<file path="src/include/exec_macros.svh">
`ifndef EXEC_MACROS_SVH
`define EXEC_MACROS_SVH

// Data path width.
`define WORD_W 32

// Reorder-buffer tag width.
`define TAG_W 5

// Number of words on the bypass bus.
`define FWD_NUM 4

`endif

</file>
<file path="src/design/exec_pkg.sv">
`include "exec_macros.svh"

package exec_pkg;

    localparam int FWD_IDX_W = $clog2(`FWD_NUM);

    typedef enum logic [1:0] {UNIT_ALU, UNIT_BRANCH, UNIT_MEM} unit_e;

    typedef enum logic [2:0] {
        ALU_ADD, ALU_SUB, ALU_AND, ALU_OR, ALU_XOR, ALU_SLT, ALU_SLL
    } alu_op_e;

    typedef enum logic [1:0] {BR_BEQ, BR_BNE, BR_BLEZ, BR_BGTZ} branch_type_e;

    typedef enum logic {SRC_REG, SRC_IMM} alusrc_e;

    // ----------------------------------------
    // Control word, two views of six bits.
    // ----------------------------------------
    typedef struct packed {
        alu_op_e alu_op;
        alusrc_e alusrc;
        logic    memtoreg;
        logic    memwrite;
    } mem_ctl_t;

    typedef struct packed {
        logic [3:0]   pad;
        branch_type_e branch_type;
    } branch_ctl_t;

    typedef union packed {
        mem_ctl_t    mem;
        branch_ctl_t br;
    } ctl_u;

    // ----------------------------------------
    // Issue, bypass and decoded request.
    // ----------------------------------------
    typedef struct packed {
        logic                 valid;
        unit_e                unit;
        ctl_u                 ctl;
        logic [`WORD_W-1:0]   src1;
        logic [`WORD_W-1:0]   src2;
        logic [`WORD_W-1:0]   imm;
        logic [`WORD_W-1:0]   pcplus8;
        logic [`TAG_W-1:0]    dst;
        logic                 fw1_valid;
        logic [FWD_IDX_W-1:0] fw1;
        logic                 fw2_valid;
        logic [FWD_IDX_W-1:0] fw2;
    } issue_t;

    typedef struct packed {
        logic [`FWD_NUM-1:0][`WORD_W-1:0] data;
    } bypass_t;

    typedef struct packed {
        logic               valid;
        unit_e              unit;
        ctl_u               ctl;
        logic [`WORD_W-1:0] a;
        logic [`WORD_W-1:0] b;
        logic [`WORD_W-1:0] store_data;
        logic [`WORD_W-1:0] imm;
        logic [`WORD_W-1:0] pcplus8;
        logic [`TAG_W-1:0]  dst;
    } exec_req_t;

    // ----------------------------------------
    // Commit word and Wishbone master outputs.
    // ----------------------------------------
    typedef struct packed {
        logic [`TAG_W-1:0]  rob_tag;
        logic [`WORD_W-1:0] data;
        logic [`WORD_W-1:0] addr;
        logic               branch_taken;
        logic [`WORD_W-1:0] pcbranch;
        logic               exc_of;
        logic               exc_load;
        logic               exc_save;
    } commit_t;

    typedef struct packed {
        logic                 cyc;
        logic                 stb;
        logic                 we;
        logic [`WORD_W-1:0]   adr;
        logic [`WORD_W-1:0]   dat_w;
        logic [`WORD_W/8-1:0] sel;
    } wb_req_t;

endpackage

</file>
<file path="src/design/issue_decode.sv">
`include "exec_macros.svh"

module issue_decode (
    input  exec_pkg::issue_t    issue,
    input  exec_pkg::bypass_t   bypass,
    output exec_pkg::exec_req_t exec_req
);
    import exec_pkg::*;

    logic [`WORD_W-1:0] opa;
    logic [`WORD_W-1:0] opb;

    // A valid hint overrides the register operand.
    assign opa = issue.fw1_valid ? bypass.data[issue.fw1] : issue.src1;
    assign opb = issue.fw2_valid ? bypass.data[issue.fw2] : issue.src2;

    always_comb begin
        exec_req.valid      = issue.valid;
        exec_req.unit       = issue.unit;
        exec_req.ctl        = issue.ctl;
        exec_req.a          = opa;
        exec_req.b          = opb;
        exec_req.store_data = '0;
        exec_req.imm        = issue.imm;
        exec_req.pcplus8    = issue.pcplus8;
        exec_req.dst        = issue.dst;

        case (issue.unit)
            UNIT_ALU: begin
                if (issue.ctl.mem.alusrc == SRC_IMM) begin
                    exec_req.b = issue.imm;
                end
            end
            UNIT_MEM: begin
                // Base plus offset, src2 is the store word.
                exec_req.b          = issue.imm;
                exec_req.store_data = opb;
            end
            UNIT_BRANCH: begin
                exec_req.ctl                = '0;
                exec_req.ctl.br.branch_type = issue.ctl.br.branch_type;
            end
            default: begin
                exec_req.b = opb;
            end
        endcase
    end

endmodule

</file>
<file path="src/design/alu_unit.sv">
`include "exec_macros.svh"

module alu_unit (
    input  exec_pkg::exec_req_t req,
    output logic [`WORD_W-1:0]  result,
    output logic                overflow
);
    import exec_pkg::*;

    localparam int MSB = `WORD_W - 1;

    logic [`WORD_W-1:0] sum;
    logic [`WORD_W-1:0] diff;

    assign sum  = req.a + req.b;
    assign diff = req.a - req.b;

    always_comb begin
        result   = '0;
        overflow = 1'b0;
        case (req.ctl.mem.alu_op)
            ALU_ADD: begin
                result   = sum;
                // Same operand signs, result sign flipped.
                overflow = (req.a[MSB] == req.b[MSB]) && (sum[MSB] != req.a[MSB]);
            end
            ALU_SUB: begin
                result   = diff;
                overflow = (req.a[MSB] != req.b[MSB]) && (diff[MSB] != req.a[MSB]);
            end
            ALU_AND: result = req.a & req.b;
            ALU_OR:  result = req.a | req.b;
            ALU_XOR: result = req.a ^ req.b;
            ALU_SLT: begin
                result = {{MSB{1'b0}}, $signed(req.a) < $signed(req.b)};
            end
            ALU_SLL: result = req.a << req.b[4:0];
            default: begin
                result   = '0;
                overflow = 1'b0;
            end
        endcase
    end

endmodule

</file>
<file path="src/design/branch_unit.sv">
`include "exec_macros.svh"

module branch_unit (
    input  exec_pkg::exec_req_t req,
    output logic                taken,
    output logic [`WORD_W-1:0]  target
);
    import exec_pkg::*;

    logic signed [`WORD_W-1:0] sa;
    logic signed [`WORD_W-1:0] sb;

    assign sa = req.a;
    assign sb = req.b;

    always_comb begin
        case (req.ctl.br.branch_type)
            BR_BEQ:  taken = (sa == sb);
            BR_BNE:  taken = (sa != sb);
            BR_BLEZ: taken = (sa <= 0);
            BR_BGTZ: taken = (sa > 0);
            default: taken = 1'b0;
        endcase
    end

    // Delay slot address plus word offset.
    assign target = req.pcplus8 - `WORD_W'(4) + {req.imm[`WORD_W-3:0], 2'b00};

endmodule

</file>
<file path="src/design/load_store_unit.sv">
`include "exec_macros.svh"

module load_store_unit (
    input  logic                  clk,
    input  logic                  rst,
    input  exec_pkg::exec_req_t   req,
    input  logic                  accept,
    output exec_pkg::wb_req_t     wb,
    input  logic                  wb_ack,
    input  logic [`WORD_W-1:0]    wb_dat_r,
    output logic                  mem_busy,
    output logic                  mem_done,
    output exec_pkg::commit_t     mem_result
);
    import exec_pkg::*;

    logic [`WORD_W-1:0] addr;
    logic               start;
    logic               misaligned;
    logic               cyc_q;
    logic               we_q;
    logic [`WORD_W-1:0] dat_q;

    assign addr       = req.a + req.b;
    assign start      = accept && (req.unit == UNIT_MEM);
    assign misaligned = (addr[1:0] != 2'b00);

    // ----------------------------------------
    // Bus cycle control.
    // ----------------------------------------
    always_ff @(posedge clk) begin
        if (rst) begin
            cyc_q    <= 1'b0;
            mem_done <= 1'b0;
        end else begin
            mem_done <= 1'b0;
            if (cyc_q) begin
                if (wb_ack) begin
                    cyc_q    <= 1'b0;
                    mem_done <= 1'b1;
                end
            end else if (start) begin
                if (misaligned) begin
                    mem_done <= 1'b1;
                end else begin
                    cyc_q <= 1'b1;
                end
            end
        end
    end

    always_ff @(posedge clk) begin
        if (!cyc_q && start) begin
            we_q                    <= req.ctl.mem.memwrite;
            dat_q                   <= req.store_data;
            mem_result.rob_tag      <= req.dst;
            mem_result.addr         <= addr;
            mem_result.data         <= '0;
            mem_result.branch_taken <= 1'b0;
            mem_result.pcbranch     <= '0;
            mem_result.exc_of       <= 1'b0;
            mem_result.exc_load     <= misaligned && req.ctl.mem.memtoreg;
            mem_result.exc_save     <= misaligned && req.ctl.mem.memwrite;
        end else if (cyc_q && wb_ack && !we_q) begin
            mem_result.data <= wb_dat_r;
        end
    end

    always_comb begin
        wb.cyc   = cyc_q;
        wb.stb   = cyc_q;
        wb.we    = we_q;
        wb.adr   = mem_result.addr;
        wb.dat_w = dat_q;
        wb.sel   = '1;
    end

    // Also busy while the finished result is handed over.
    assign mem_busy = cyc_q || mem_done;

endmodule

</file>
<file path="src/design/commit_result.sv">
`include "exec_macros.svh"

module commit_result (
    input  logic                clk,
    input  logic                rst,
    input  exec_pkg::exec_req_t exec_req,
    input  logic [`WORD_W-1:0]  alu_result,
    input  logic                alu_overflow,
    input  logic                br_taken,
    input  logic [`WORD_W-1:0]  br_target,
    input  logic                mem_busy,
    input  logic                mem_done,
    input  exec_pkg::commit_t   mem_result,
    output logic                accept,
    output logic                issue_ready,
    output logic                commit_valid,
    output exec_pkg::commit_t   commit,
    input  logic                commit_ready
);
    import exec_pkg::*;

    logic    fast_op;
    commit_t fast_word;

    assign issue_ready = !mem_busy && !(commit_valid && !commit_ready);
    assign accept      = exec_req.valid && issue_ready;
    assign fast_op     = accept && (exec_req.unit != UNIT_MEM);

    always_comb begin
        fast_word          = '0;
        fast_word.rob_tag  = exec_req.dst;
        if (exec_req.unit == UNIT_BRANCH) begin
            fast_word.branch_taken = br_taken;
            fast_word.pcbranch     = br_target;
        end else begin
            fast_word.data   = alu_result;
            fast_word.exc_of = alu_overflow;
        end
    end

    always_ff @(posedge clk) begin
        if (rst) begin
            commit_valid <= 1'b0;
        end else if (fast_op || mem_done) begin
            commit_valid <= 1'b1;
        end else if (commit_ready) begin
            commit_valid <= 1'b0;
        end
    end

    // Loads only when the slot is free or drains this cycle.
    always_ff @(posedge clk) begin
        if (fast_op) begin
            commit <= fast_word;
        end else if (mem_done) begin
            commit <= mem_result;
        end
    end

endmodule

</file>
<file path="src/design/exec_cluster.sv">
`include "exec_macros.svh"

module exec_cluster (
    input  logic               clk,
    input  logic               rst,
    input  exec_pkg::issue_t   issue,
    input  exec_pkg::bypass_t  bypass,
    output logic               issue_ready,
    output logic               commit_valid,
    output exec_pkg::commit_t  commit,
    input  logic               commit_ready,
    output exec_pkg::wb_req_t  wb,
    input  logic               wb_ack,
    input  logic [`WORD_W-1:0] wb_dat_r
);
    import exec_pkg::*;

    exec_req_t          exec_req;
    logic [`WORD_W-1:0] alu_result;
    logic               alu_overflow;
    logic               br_taken;
    logic [`WORD_W-1:0] br_target;
    logic               accept;
    logic               mem_busy;
    logic               mem_done;
    commit_t            mem_result;

    issue_decode u_decode (
        .issue    (issue),
        .bypass   (bypass),
        .exec_req (exec_req)
    );

    alu_unit u_alu (
        .req      (exec_req),
        .result   (alu_result),
        .overflow (alu_overflow)
    );

    branch_unit u_branch (
        .req    (exec_req),
        .taken  (br_taken),
        .target (br_target)
    );

    load_store_unit u_lsu (
        .clk        (clk),
        .rst        (rst),
        .req        (exec_req),
        .accept     (accept),
        .wb         (wb),
        .wb_ack     (wb_ack),
        .wb_dat_r   (wb_dat_r),
        .mem_busy   (mem_busy),
        .mem_done   (mem_done),
        .mem_result (mem_result)
    );

    commit_result u_commit (
        .clk          (clk),
        .rst          (rst),
        .exec_req     (exec_req),
        .alu_result   (alu_result),
        .alu_overflow (alu_overflow),
        .br_taken     (br_taken),
        .br_target    (br_target),
        .mem_busy     (mem_busy),
        .mem_done     (mem_done),
        .mem_result   (mem_result),
        .accept       (accept),
        .issue_ready  (issue_ready),
        .commit_valid (commit_valid),
        .commit       (commit),
        .commit_ready (commit_ready)
    );

endmodule

</file>
<file path="config.mk">
export PLATFORM = sky130hd
export DESIGN_NAME = exec_cluster
export DESIGN_NICKNAME = d
export VERILOG_FILES = /design/src/design/exec_pkg.sv /design/src/design/issue_decode.sv /design/src/design/alu_unit.sv /design/src/design/branch_unit.sv /design/src/design/load_store_unit.sv /design/src/design/commit_result.sv /design/src/design/exec_cluster.sv
export VERILOG_INCLUDE_DIRS = /design/src /design/src/include
export SDC_FILE = /design/constraint.sdc
export NUM_CORES = 1
export LEC_CHECK = 0
export BUFFER_PORTS_ARGS = -buffer_cell sky130_fd_sc_hd__buf_4
export CAP_MARGIN = 5
export CORE_UTILIZATION = 55
export DETAILED_ROUTE_END_ITERATION = 8
export PLACE_DENSITY = 0.82
export SYNTH_ARGS = -nofsm -noshare
export SYNTH_HDL_FRONTEND = slang
export SYNTH_SLANG_ARGS = --single-unit
</file>
<file path="constraint.sdc">
create_clock -name clk -period 12.4 [get_ports clk]
set_input_delay 0.62 -clock clk [delete_from_list [all_inputs] [get_ports clk]]
set_output_delay 0.62 -clock clk [all_outputs]
set_load 0.01 [all_outputs]
</file>
Word-level counts from Yosys, hierarchy flattened
Index checks and enable logic that the tools add are counted.
{"block": "op_classes", "n_eq_ne": 18, "n_addsub": 4, "n_mux": 27, "shift": 1, "n_reduce_logical": 25, "bitwise": 3, "order_cmp": 5}
{"op": "$pmux 32 s7", "n": 1}
{"op": "$mux 105", "n": 2}
{"op": "$mux 32", "n": 6}
{"op": "$bmux 32 s2", "n": 2}
{"op": "$add 32x32->32", "n": 2}
{"op": "$pmux 32 s2", "n": 1}
{"op": "$mux 33", "n": 1}
{"op": "$and 32x32->32", "n": 1}
{"op": "$eq 32x32->1", "n": 1}
{"op": "$gt 32x1->1 const B", "n": 1}
{"op": "$le 32x1->1 const B", "n": 1}
{"op": "$lt 32x32->1", "n": 1}
{"op": "$ne 32x32->1", "n": 1}
{"op": "$or 32x32->32", "n": 1}
{"op": "$shl 32x5->32", "n": 1}
{"op": "$sub 32x3->32 const B", "n": 1}
{"op": "$sub 32x32->32", "n": 1}
{"op": "$xor 32x32->32", "n": 1}
{"op": "$logic_and 1x1->1", "n": 12}
{"op": "$mux 1", "n": 11}
{"op": "$eq 3x3->1 const B", "n": 3}
{"op": "$eq 2x2->1 const B", "n": 3}
{"op": "$eq 3x2->1 const B", "n": 2}
{"op": "$lt 2x3->1 const B", "n": 2}
{"op": "other kinds (13)", "n": 24}
{"block": "word_totals", "register_bits": 212, "out_inout_bits": 178, "in_bits": 312, "elab_cells": 101}

Longest topological paths before layout
Gate-level depths: netlist of the first run.
{"block": "logic_depth", "word_depth": 11, "ltp_mapped": 19, "depth_no_buf": 16}

Modules after synthesis
A second synthesis of the first run with hierarchy kept.
{"block": "hier_totals", "hier_cells": 2698, "area_unflattened_um2": 23248.5}
{"module": "alu_unit", "seq_area_each_um2": 0.0, "instances": 1, "cells_each": 981, "area_each_um2": 6648.9}
{"module": "load_store_unit", "seq_area_each_um2": 2842.7, "instances": 1, "cells_each": 532, "area_each_um2": 5627.9}
{"module": "commit_result", "seq_area_each_um2": 2832.7, "instances": 1, "cells_each": 365, "area_each_um2": 4580.6}
{"module": "issue_decode", "seq_area_each_um2": 0.0, "instances": 1, "cells_each": 410, "area_each_um2": 3601.0}
{"module": "branch_unit", "seq_area_each_um2": 0.0, "instances": 1, "cells_each": 410, "area_each_um2": 2790.2}

Least setup slack after synthesis of the first run
OpenSTA, ideal clock, no wires.
{"block": "synth_path", "path_kind": "input to register", "from": "input port issue[0] (netlist name)", "to": "register, netlist name u_commit.commit[96]", "setup_slack_ps": 7104, "arrival_ps": 5033, "setup_ps": 264, "required_time_ps": 12136, "cell_stages": 19, "n_path_buf": 4, "cell_sequence": "buf_6 buf_2 buf_1 mux4_2 mux2i_1 nand2_1 a21boi_0 ha_1 clkbuf_1 inv_1 nor3_1 nand3_1 or3_1 a31oi_1 nand2_1 a31oi_1 xnor2_1 and2_1 o41a_1"}
{"block": "synth_between", "elab_chain_len": 9, "elab_cells_between_ends": 14, "cone_classes": "add/sub: 2; shift: 1; mux: 8; bitwise: 3"}
{"element": "start, declared", "line_no": "exec_cluster.sv:6", "text": "input exec_pkg::issue_t issue,"}
{"element": "$bmux 32 s2 (*)", "line_no": "issue_decode.sv:15", "text": "assign opb = issue.fw2_valid ? bypass.data[issue.fw2] : issue.src2;"}
{"element": "$mux 32 (not written as such) (*)", "line_no": "issue_decode.sv:15"}
{"element": "$mux 32 (*)", "line_no": "issue_decode.sv:15"}
{"element": "$mux 32", "line_no": "issue_decode.sv:30", "text": "if (issue.ctl.mem.alusrc == SRC_IMM) begin"}
{"element": "$pmux 32 s2 (*)", "line_no": "issue_decode.sv:28", "text": "case (issue.unit)"}
{"element": "$add 32x32->32 (*)", "line_no": "alu_unit.sv:15", "text": "assign sum = req.a + req.b;"}
{"element": "named net u_alu.sum[28]", "line_no": "alu_unit.sv:12", "text": "logic [`WORD_W-1:0] sum;"}
{"element": "$pmux 32 s7 (*)", "line_no": "alu_unit.sv:21", "text": "case (req.ctl.mem.alu_op)"}
{"element": "$mux 32 (*)", "line_no": "commit_result.sv:32", "text": "if (exec_req.unit == UNIT_BRANCH) begin"}
{"element": "$mux 105 (*)", "line_no": "commit_result.sv:53", "text": "if (fast_op) begin"}
Mark *: on every way through the listed nets, which the timed path passes. The rest lies on a longest branch. The select of a mux whose other input is x is not followed.
A chain may end at the register's enable or synchronous reset.

Worst setup path after layout of the first run
{"block": "layout_path", "from": "input port issue[0] (netlist name)", "to": "register, netlist name u_commit.commit[99]"}
{"block": "layout_between", "elab_chain_len": 9, "elab_cells_between_ends": 14, "cone_classes": "add/sub: 2; shift: 1; mux: 8; bitwise: 3"}
{"element": "$bmux 32 s2 (*)", "line_no": "issue_decode.sv:15"}
{"element": "$mux 32 (not written as such) (*)", "line_no": "issue_decode.sv:15"}
{"element": "$mux 32 (*)", "line_no": "issue_decode.sv:15"}
{"element": "$mux 32", "line_no": "issue_decode.sv:30"}
{"element": "$pmux 32 s2 (*)", "line_no": "issue_decode.sv:28"}
{"element": "$add 32x32->32 (*)", "line_no": "alu_unit.sv:15"}
{"element": "named net u_alu.sum[31]", "line_no": "alu_unit.sv:12"}
{"element": "$pmux 32 s7 (*)", "line_no": "alu_unit.sv:21"}
{"element": "$mux 32 (*)", "line_no": "commit_result.sv:32"}
{"element": "$mux 105 (*)", "line_no": "commit_result.sv:53"}
Marked as above.

==> results.ini, run 1 <==
[run_status]
status=finished clean

[cts]
clockBufferDepth=3
clkSlewWorstSetupHoldPaths_ns=0.06
cts-resized-gates=0
cts_htree_levels=1
cts_tree=yes
clock-sinks=212
hold_buffers=0
cts-root-buf=clkbuf_16
clk_latency_ns=0.55
cts_buffers=24
post-cts-setup-buffer-count=0

[grt]
antenna_found_initial=14
grt_pass1_wl_um=124800
grt_start_max_net_pins=72
grt_remaining_overflow=0
grt_usage=0.4610
first_global_vias=20198

[layout]
final_common_cell=buf_4
finalNetCount=3164
final_cell_mix=buf_4, nand2_1, inv_1
drive_gt1_frac=0.2467
utilization=0.6920
final_cells=3179
fin_area_um2=24140
fillCellCount=2685
register_area_um2=5679
area_growth_pct=22.75
multi_input_area_um2=12340

[sta]
setup_tns_ns=0
layout_min_cycle_time_ns=6.007
rsz0062_at_grt=false
maxSlewHeadroom=0.2007
holdWs_ns=0.2418
drv_slew=0
fin_worst_skew_ns=0.01146
hold_violations=0
worst_pin_slew_ns=1.188
max_freq_ghz=0.1665
setup_ws_ns=6.393
period_share=0.4844
finalSetupViolCount=0

[drt]
drc_errors=0
drt-total-wl_um=87430
vias=21023
first_pass_iters=6
post_drt_wl_per_cell_um=27.50
final_antenna_net_count=0
vias_per_cell=6.613
drt_iter0_drc=2602

[synthesis]
syn-instance-count=2328
async_flop_share=0
seq_area_frac_synth=0.2886
synth_edf_count=143
ys_types=85
yosys_warnings=0
synthFlopType=edfxtp_1
syn_avg_cell_area_um2=8.447
syn_area_um2=19670
ys_ff_latch=212

[power_and_ir_drop]
totalPowerFinal_mw=2.928
p_leak_nw=10.77
cellPowerDensity_nw_per_um2=121.3
ir_drop_v=0.0001288

[worst_setup_path]
worst_path_most_repeated_cell=buf_4
max_stage_delay_ns=0.63
start_kind=input port
crit_path_end_kind=flip-flop
crit_fanout=41
cp.arrival_ns=6.30
cpMaxStageDelayCell=mux4_2
required_ns=12.70
worstSetupPathType=in -> reg
worstPathCellList=buf_4, mux4_2, a211o_1, nand2_2, inv_1, buf_4, ha_1, a211oi_1, or4_1, a311oi_1, o211ai_1, a31oi_1, o221a_2, xor2_1, nand2_1, o2111ai_1, o32a_1

[die]
design.die.area_um2=36520
die_y_um=191.1
die_width_um=191.1
ioPinCount=490
core_area_um2=34880
initial_utilization=0.5637
num_rows=68

[place]
dpl_cell_area_um2=23290
dp_cells=3123
pre_cts_slack_ns=6.027
gp_congestion=1.078
dp_hpwl_um=67950
io_buffers=485

[min_path]
hold_path_class=in -> reg

[flow_run]
maxCapViolations=0

==> cell usage after synthesis (8+ instances only) <==
| cell | n | area share |
|---|---|---|
| nand2_1 | 281 | 0.054 |
| inv_1 | 218 | 0.042 |
| a21oi_1 | 200 | 0.051 |
| nor2_1 | 195 | 0.037 |
| ha_1 | 156 | 0.099 |
| edfxtp_1 | 143 | 0.22 |
| o21ai_0 | 133 | 0.034 |
| mux2i_1 | 105 | 0.053 |
| clkbuf_1 | 101 | 0.019 |
| dfxtp_1 | 69 | 0.070 |
| mux4_2 | 61 | 0.070 |
| nor3_1 | 55 | 0.014 |
| xnor2_1 | 51 | 0.023 |
| buf_4 | 42 | 0.016 |
| a21o_1 | 33 | 0.013 |
| a21boi_0 | 29 | 0.011 |
| a211oi_1 | 26 | 0.0099 |
| nand3_1 | 23 | 0.0059 |
| a221oi_1 | 22 | 0.0098 |
| a31oi_1 | 22 | 0.0070 |
| nor2b_1 | 20 | 0.0064 |
| buf_1 | 18 | 0.0034 |
| nor4_1 | 18 | 0.0057 |
| o21bai_1 | 18 | 0.0069 |
| xor2_1 | 18 | 0.0080 |
| o31ai_1 | 17 | 0.0065 |
| nand2b_1 | 16 | 0.0051 |
| buf_2 | 14 | 0.0036 |
| a22oi_1 | 13 | 0.0050 |
| nand4_1 | 13 | 0.0041 |
| o22ai_1 | 13 | 0.0041 |
| mux2_2 | 10 | 0.0057 |
| o211ai_1 | 10 | 0.0038 |
| a221o_1 | 9 | 0.0046 |
| and2_1 | 9 | 0.0029 |
| and3_1 | 9 | 0.0029 |
| o21a_1 | 9 | 0.0034 |
| o221ai_1 | 8 | 0.0036 |
| or3_1 | 8 | 0.0025 |
==> layer usage <==
layer	wire [um]	GRT usage	vias up
met5	23	0	-
met4	6344	0.2958	4
met3	10990	0.1309	366
met2	38250	0.7106	1721
met1	31830	0.5645	9898
li1	-	-	9034
==> state kept, by name, summed over array words and instances (netlist names) <==
register               count
u_commit.commit          105
u_lsu.mem_result          71
u_lsu.dat_q               32
u_commit.commit_valid      1
u_lsu.cyc_q                1
u_lsu.mem_done             1
u_lsu.we_q                 1
==> path summary, 6_finish.rpt <==
kind / startpoint / end / slack, ns / cells after the start
max reg2reg: u_lsu.mem_done / u_commit.commit[89] / 8.76 / 8
max: issue[0] / u_commit.commit[99] / 6.39 / 17
min reg2reg: u_commit.commit[51] / u_commit.commit[51] / 0.46 / 2
min: rst / u_lsu.mem_done / 0.24 / 2
==> area by class of cell <==
cell class | instances | area share
Antenna cell | 12 | 0.001244
Multi-Input combinational cell | 1719 | 0.5111
Clock inverter | 10 | 0.003991
Sequential cell | 212 | 0.2353
Tap cell | 455 | 0.02358
Inverter | 221 | 0.03437
Timing Repair Buffer | 516 | 0.1605
Clock buffer | 34 | 0.02991
==> logic make-up (layout without fill, tap and decap cells) <==
logic type	count (synthesis)	in the layout	share of synthesized area
AO/OA/AOI/OAI	643	643	0.2140
adder cells (fa/ha/maj)	158	158	0.1013
AND/OR/NAND/NOR	667	667	0.1475
flip-flops	212	212	0.2886
buffers and inverters	400	781	0.08678
multiplexers	178	178	0.1309
other	1	16	0.0001907
XOR/XNOR	69	69	0.03073
==> critical path: cells and delay by family <==
family                   cells  cell delay, ns
AND/OR/NAND/NOR              3            1.27
multiplexers                 1            0.63
XOR/XNOR                     1            0.09
AO/OA/AOI/OAI                8            2.38
buffers and inverters        3            0.87
adder cells (fa/ha/maj)      1            0.40
==> where the power goes <==
part	internal [mW]	switching (mW)
clock network	0.432	0.323
logic	0.490	0.825
registers	0.829	0.0287
total	1.75	1.18
(Power assumes the default switching activity.)
==> run 2, diff against run 1 <==
--- a/config.mk
+++ b/config.mk
@@ -6,11 +6,13 @@
 export SDC_FILE = /design/constraint.sdc
 export NUM_CORES = 1
 export LEC_CHECK = 0
+export ABC_AREA = 1
 export BUFFER_PORTS_ARGS = -buffer_cell sky130_fd_sc_hd__buf_4
 export CAP_MARGIN = 5
-export CORE_UTILIZATION = 55
+export CORE_ASPECT_RATIO = 1.4
+export CORE_UTILIZATION = 50
 export DETAILED_ROUTE_END_ITERATION = 8
-export PLACE_DENSITY = 0.82
+export PLACE_DENSITY = 0.78
 export SYNTH_ARGS = -nofsm -noshare
 export SYNTH_HDL_FRONTEND = slang
 export SYNTH_SLANG_ARGS = --single-unit
==> constraint.sdc (replaced) <==
create_clock -name clk -period 5 [get_ports clk]
set_input_delay 0.25 -clock clk [delete_from_list [all_inputs] [get_ports clk]]
set_output_delay 0.25 -clock clk [all_outputs]
set_load 0.01 [all_outputs]
==> run 2 against run 1 <==
  * Synthesized area is 3.9% higher
  * Combinational power is 140% higher
  * Final cell count is 29% higher
  * Critical endpoint is now u_commit.commit[85]
  * Highest routed layer unchanged
==> results.ini, run 2 <==
[run_status]
status=finished clean  ; unchanged

[power_and_ir_drop]
p_int_mw=4.029  ; was 1.752 mW
p_leak_nw=12.28  ; was 10.77 nW
ir_drop_v=0.0002266  ; was 0.0001288 V
pwr-share-seq=0.304  ; was 0.293
cellPowerDensity_nw_per_um2=272.7  ; was 121.3 nW/um2
switchingPower_mw=2.861  ; was 1.177 mW
combPwrFrac=0.451  ; was 0.449
swShare=0.4152  ; was 0.4019
clockPowerShare=0.245  ; was 0.258

[synthesis]
synthFlopType=edfxtp_1  ; unchanged
async_flop_share=0  ; unchanged
syn_area_um2=20430  ; was 19670 um2
yosys_warnings=0  ; unchanged
yosys.area.top_type=edfxtp_1  ; unchanged
ys_ff_latch=212  ; unchanged
seq_area_frac_synth=0.2778  ; was 0.2886
synthTopCellsByCount=nand2_1, inv_1, a21oi_1  ; unchanged
syn-instance-count=3117  ; was 2328
syn_avg_cell_area_um2=6.555  ; was 8.447 um2
synth_area_leaders=edfxtp_1, nand2_1, ha_1  ; was edfxtp_1, ha_1, dfxtp_1
synth_edf_count=143  ; unchanged
synth_top_area_share=0.2102  ; was 0.2184
yosysMostFrequentCell=nand2_1  ; unchanged
ys_types=61  ; was 85

[layout]
final_common_cell=nand2_1  ; was buf_4
utilization=0.6273  ; was 0.6920
top_register=u_commit.commit  ; unchanged
reg_top3=u_commit.commit (105), u_lsu.mem_result (71), u_lsu.dat_q (32)  ; unchanged
final_cells=4086  ; was 3179
area_growth_pct=23.66  ; was 22.75%
finalNetCount=3999  ; was 3164
drive_gt1_frac=0.1904  ; was 0.2467
largest_reg_flops=105  ; unchanged
final_cell_mix=nand2_1, buf_4, inv_1  ; was buf_4, nand2_1, inv_1

[cts]
hold_buffers=38  ; was 0
clockBufferDepth=3  ; unchanged
post-cts-setup-buffer-count=0  ; unchanged
clk_latency_ns=0.55  ; about the same
cts-root-buf=clkbuf_16  ; unchanged
cts_buffers=22  ; was 24
clkSlewWorstSetupHoldPaths_ns=0.06  ; about the same
clock-sinks=212  ; unchanged
cts-resized-gates=0  ; unchanged
cts_htree_levels=1  ; unchanged
cts_tree=yes  ; unchanged

[grt]
first_global_vias=21840  ; was 20198
grt_start_max_net_pins=72  ; unchanged
antenna_found_initial=8  ; was 14
grt_usage=0.4116  ; was 0.4610
grt_pass1_wl_um=129600  ; was 124800 um
grt_remaining_overflow=0  ; unchanged

[worst_setup_path]
start_kind=input port  ; unchanged
cp.arrival_ns=4.63  ; was 6.30 ns
max_stage_delay_ns=0.73  ; was 0.63 ns
worstSetupPathType=in -> reg  ; unchanged
reg2reg_slack_ns=1.70  ; was 8.76 ns
r2r_start=u_commit.commit_valid  ; was u_lsu.mem_done
required_ns=5.28  ; was 12.70 ns
worst_path_most_repeated_cell=nand2_1  ; was buf_4
r2r_cells=9  ; was 8
worstPathCellList=buf_4, inv_2, buf_4, o21ai_0, nand3_1, o21ai_0, o21ai_0, ha_1, nand2_1, nor2_1, inv_1, o21ai_0, nand2_1, nand2_1, nand2_1, nand3_1, nand2_1, a21oi_1, nand2_1, nand2_1, nand2_1  ; was buf_4, mux4_2, a211o_1, nand2_2, inv_1, buf_4, ha_1, a211oi_1, or4_1, a311oi_1, o211ai_1, a31oi_1, o221a_2, xor2_1, nand2_1, o2111ai_1, o32a_1
crit_path_end_kind=flip-flop  ; unchanged
crit_fanout=29  ; was 41
r2r_end=u_commit.commit[70]  ; was u_commit.commit[89]
cpMaxStageDelayCell=o21ai_0  ; was mux4_2

[die]
num_rows=87  ; was 68
die_width_um=172.8  ; was 191.1 um
ioPinCount=490  ; unchanged
design.die.area_um2=41680  ; was 36520 um2
core_area_um2=40280  ; was 34880 um2
initial_utilization=0.5073  ; was 0.5637
die_y_um=241.2  ; was 191.1 um

[drt]
final_antenna_net_count=0  ; unchanged
vias_per_cell=5.688  ; was 6.613
post_drt_wl_per_cell_um=21.72  ; was 27.50 um
drt-total-wl_um=88760  ; was 87430 um
vias=23242  ; was 21023
first_pass_iters=6  ; unchanged
drt_iter0_drc=2393  ; was 2602
drc_errors=0  ; unchanged

[min_path]
holdPathStages=3  ; was 2
hold_end=u_lsu.mem_result[94]  ; was u_lsu.mem_done
min_from=wb_dat_r[26]  ; was rst
hold_path_class=in -> reg  ; unchanged

[sta]
fin_worst_skew_ns=0.02478  ; was 0.01146 ns
rsz0062_at_grt=false  ; unchanged
period_share=0.8690
setup_tns_ns=0  ; unchanged
maxSlewHeadroom=0.2685  ; was 0.2007
hold_violations=0  ; unchanged
holdWs_ns=0.01144  ; was 0.2418 ns
layout_min_cycle_time_ns=4.345
finalSetupViolCount=0  ; unchanged
setup_ws_ns=0.6550  ; was 6.393 ns
max_freq_ghz=0.2301
drv_slew=0  ; unchanged
worst_pin_slew_ns=1.097  ; was 1.188 ns

[flow_run]
maxCapViolations=0  ; unchanged

[place]
gp_congestion=1.174  ; was 1.078
dp_cells=4001  ; was 3123
dp_hpwl_um=71980  ; was 67950 um
io_buffers=485  ; unchanged
pre_cts_slack_ns=0.5134  ; was 6.027 ns

[run 2: cell types whose count changed in the layout (fill, tap and decap cells not counted), sizes merged, moves of 38 or more]
cell and change:
nand2 +493, nand3 +222, inv +216, o21ai +156, a21oi +128, mux2i -105, mux4 -61, nor2 +61
xnor2 -49, nor3 -41, dlygate4sd3 +38
[run 2: how the worst max path moves through the flow]
stage                              start  slack (ns)                    to  cells after the start
final                           issue[0]        0.65   u_commit.commit[85]                     21
after global routing            issue[0]        0.41   u_commit.commit[85]                     21
after CTS                       issue[0]        1.05   u_commit.commit[85]                     21
after detailed placement        issue[0]        0.51   u_commit.commit[85]                     21
after global placement          issue[1]        0.47   u_commit.commit[93]                     20
after floorplan           u_lsu.mem_done        0.26  u_commit.commit[100]                      4
[run 2: through the flow]
stage / instance area (um2) / power (mW)
6_report: 25260 / 6.890
5_1_grt: 25260 / 7.203
4_1_cts: 25250 / 6.803
3_5_place_dp: 24150 / 5.113
3_3_place_gp: 24150 / 5.119
2_1_floorplan: 20440 / 4.004
[run 2: power by group through the flow]
stage,sequential (mW),clock (mW),combinational (mW)
after floorplan,2.17,0,1.83
after global placement,2.13,0,2.99
after detailed placement,2.13,0,2.98
after CTS,2.10,1.69,3.02
after global routing,2.10,1.75,3.35
final,2.10,1.69,3.11
[run 2: critical path, delay by kind of cell]
family	cells	cell delay (ns)
AO/OA/AOI/OAI	5	1.75
AND/OR/NAND/NOR	11	1.34
buffers and inverters	4	0.87
adder cells (fa/ha/maj)	1	0.40
[run 2: routing by layer]
metal,vias up,global-route usage,wire length (um)
met4,2,0.3207,7590
met1,10570,0.4705,32170
li1,11076,-,-
met5,-,0,13
met2,1330,0.6973,41590
met3,264,0.05844,7389
[run 2: area by class of cell]
cell class                      count  area [um2]
Antenna cell                        7       17.52
Tap cell                          534       668.1
Clock buffer                       34       668.1
Fill cell                        3879       15010
Multi-Input combinational cell   2277       12110
Timing Repair Buffer              573        4409
Sequential cell                   212        5677
Inverter                          443        1668
Clock inverter                      6       51.30
[run 2: logic make-up after synthesis]
group / count (synthesis) / synth area share
XOR/XNOR: 25 / 0.01072
flip-flops: 212 / 0.2778
AND/OR/NAND/NOR: 1341 / 0.2726
multiplexers: 1 / 0.0004899
adder cells (fa/ha/maj): 158 / 0.09750
other: 1 / 0.0001835
AO/OA/AOI/OAI: 748 / 0.2080
buffers and inverters: 631 / 0.1326
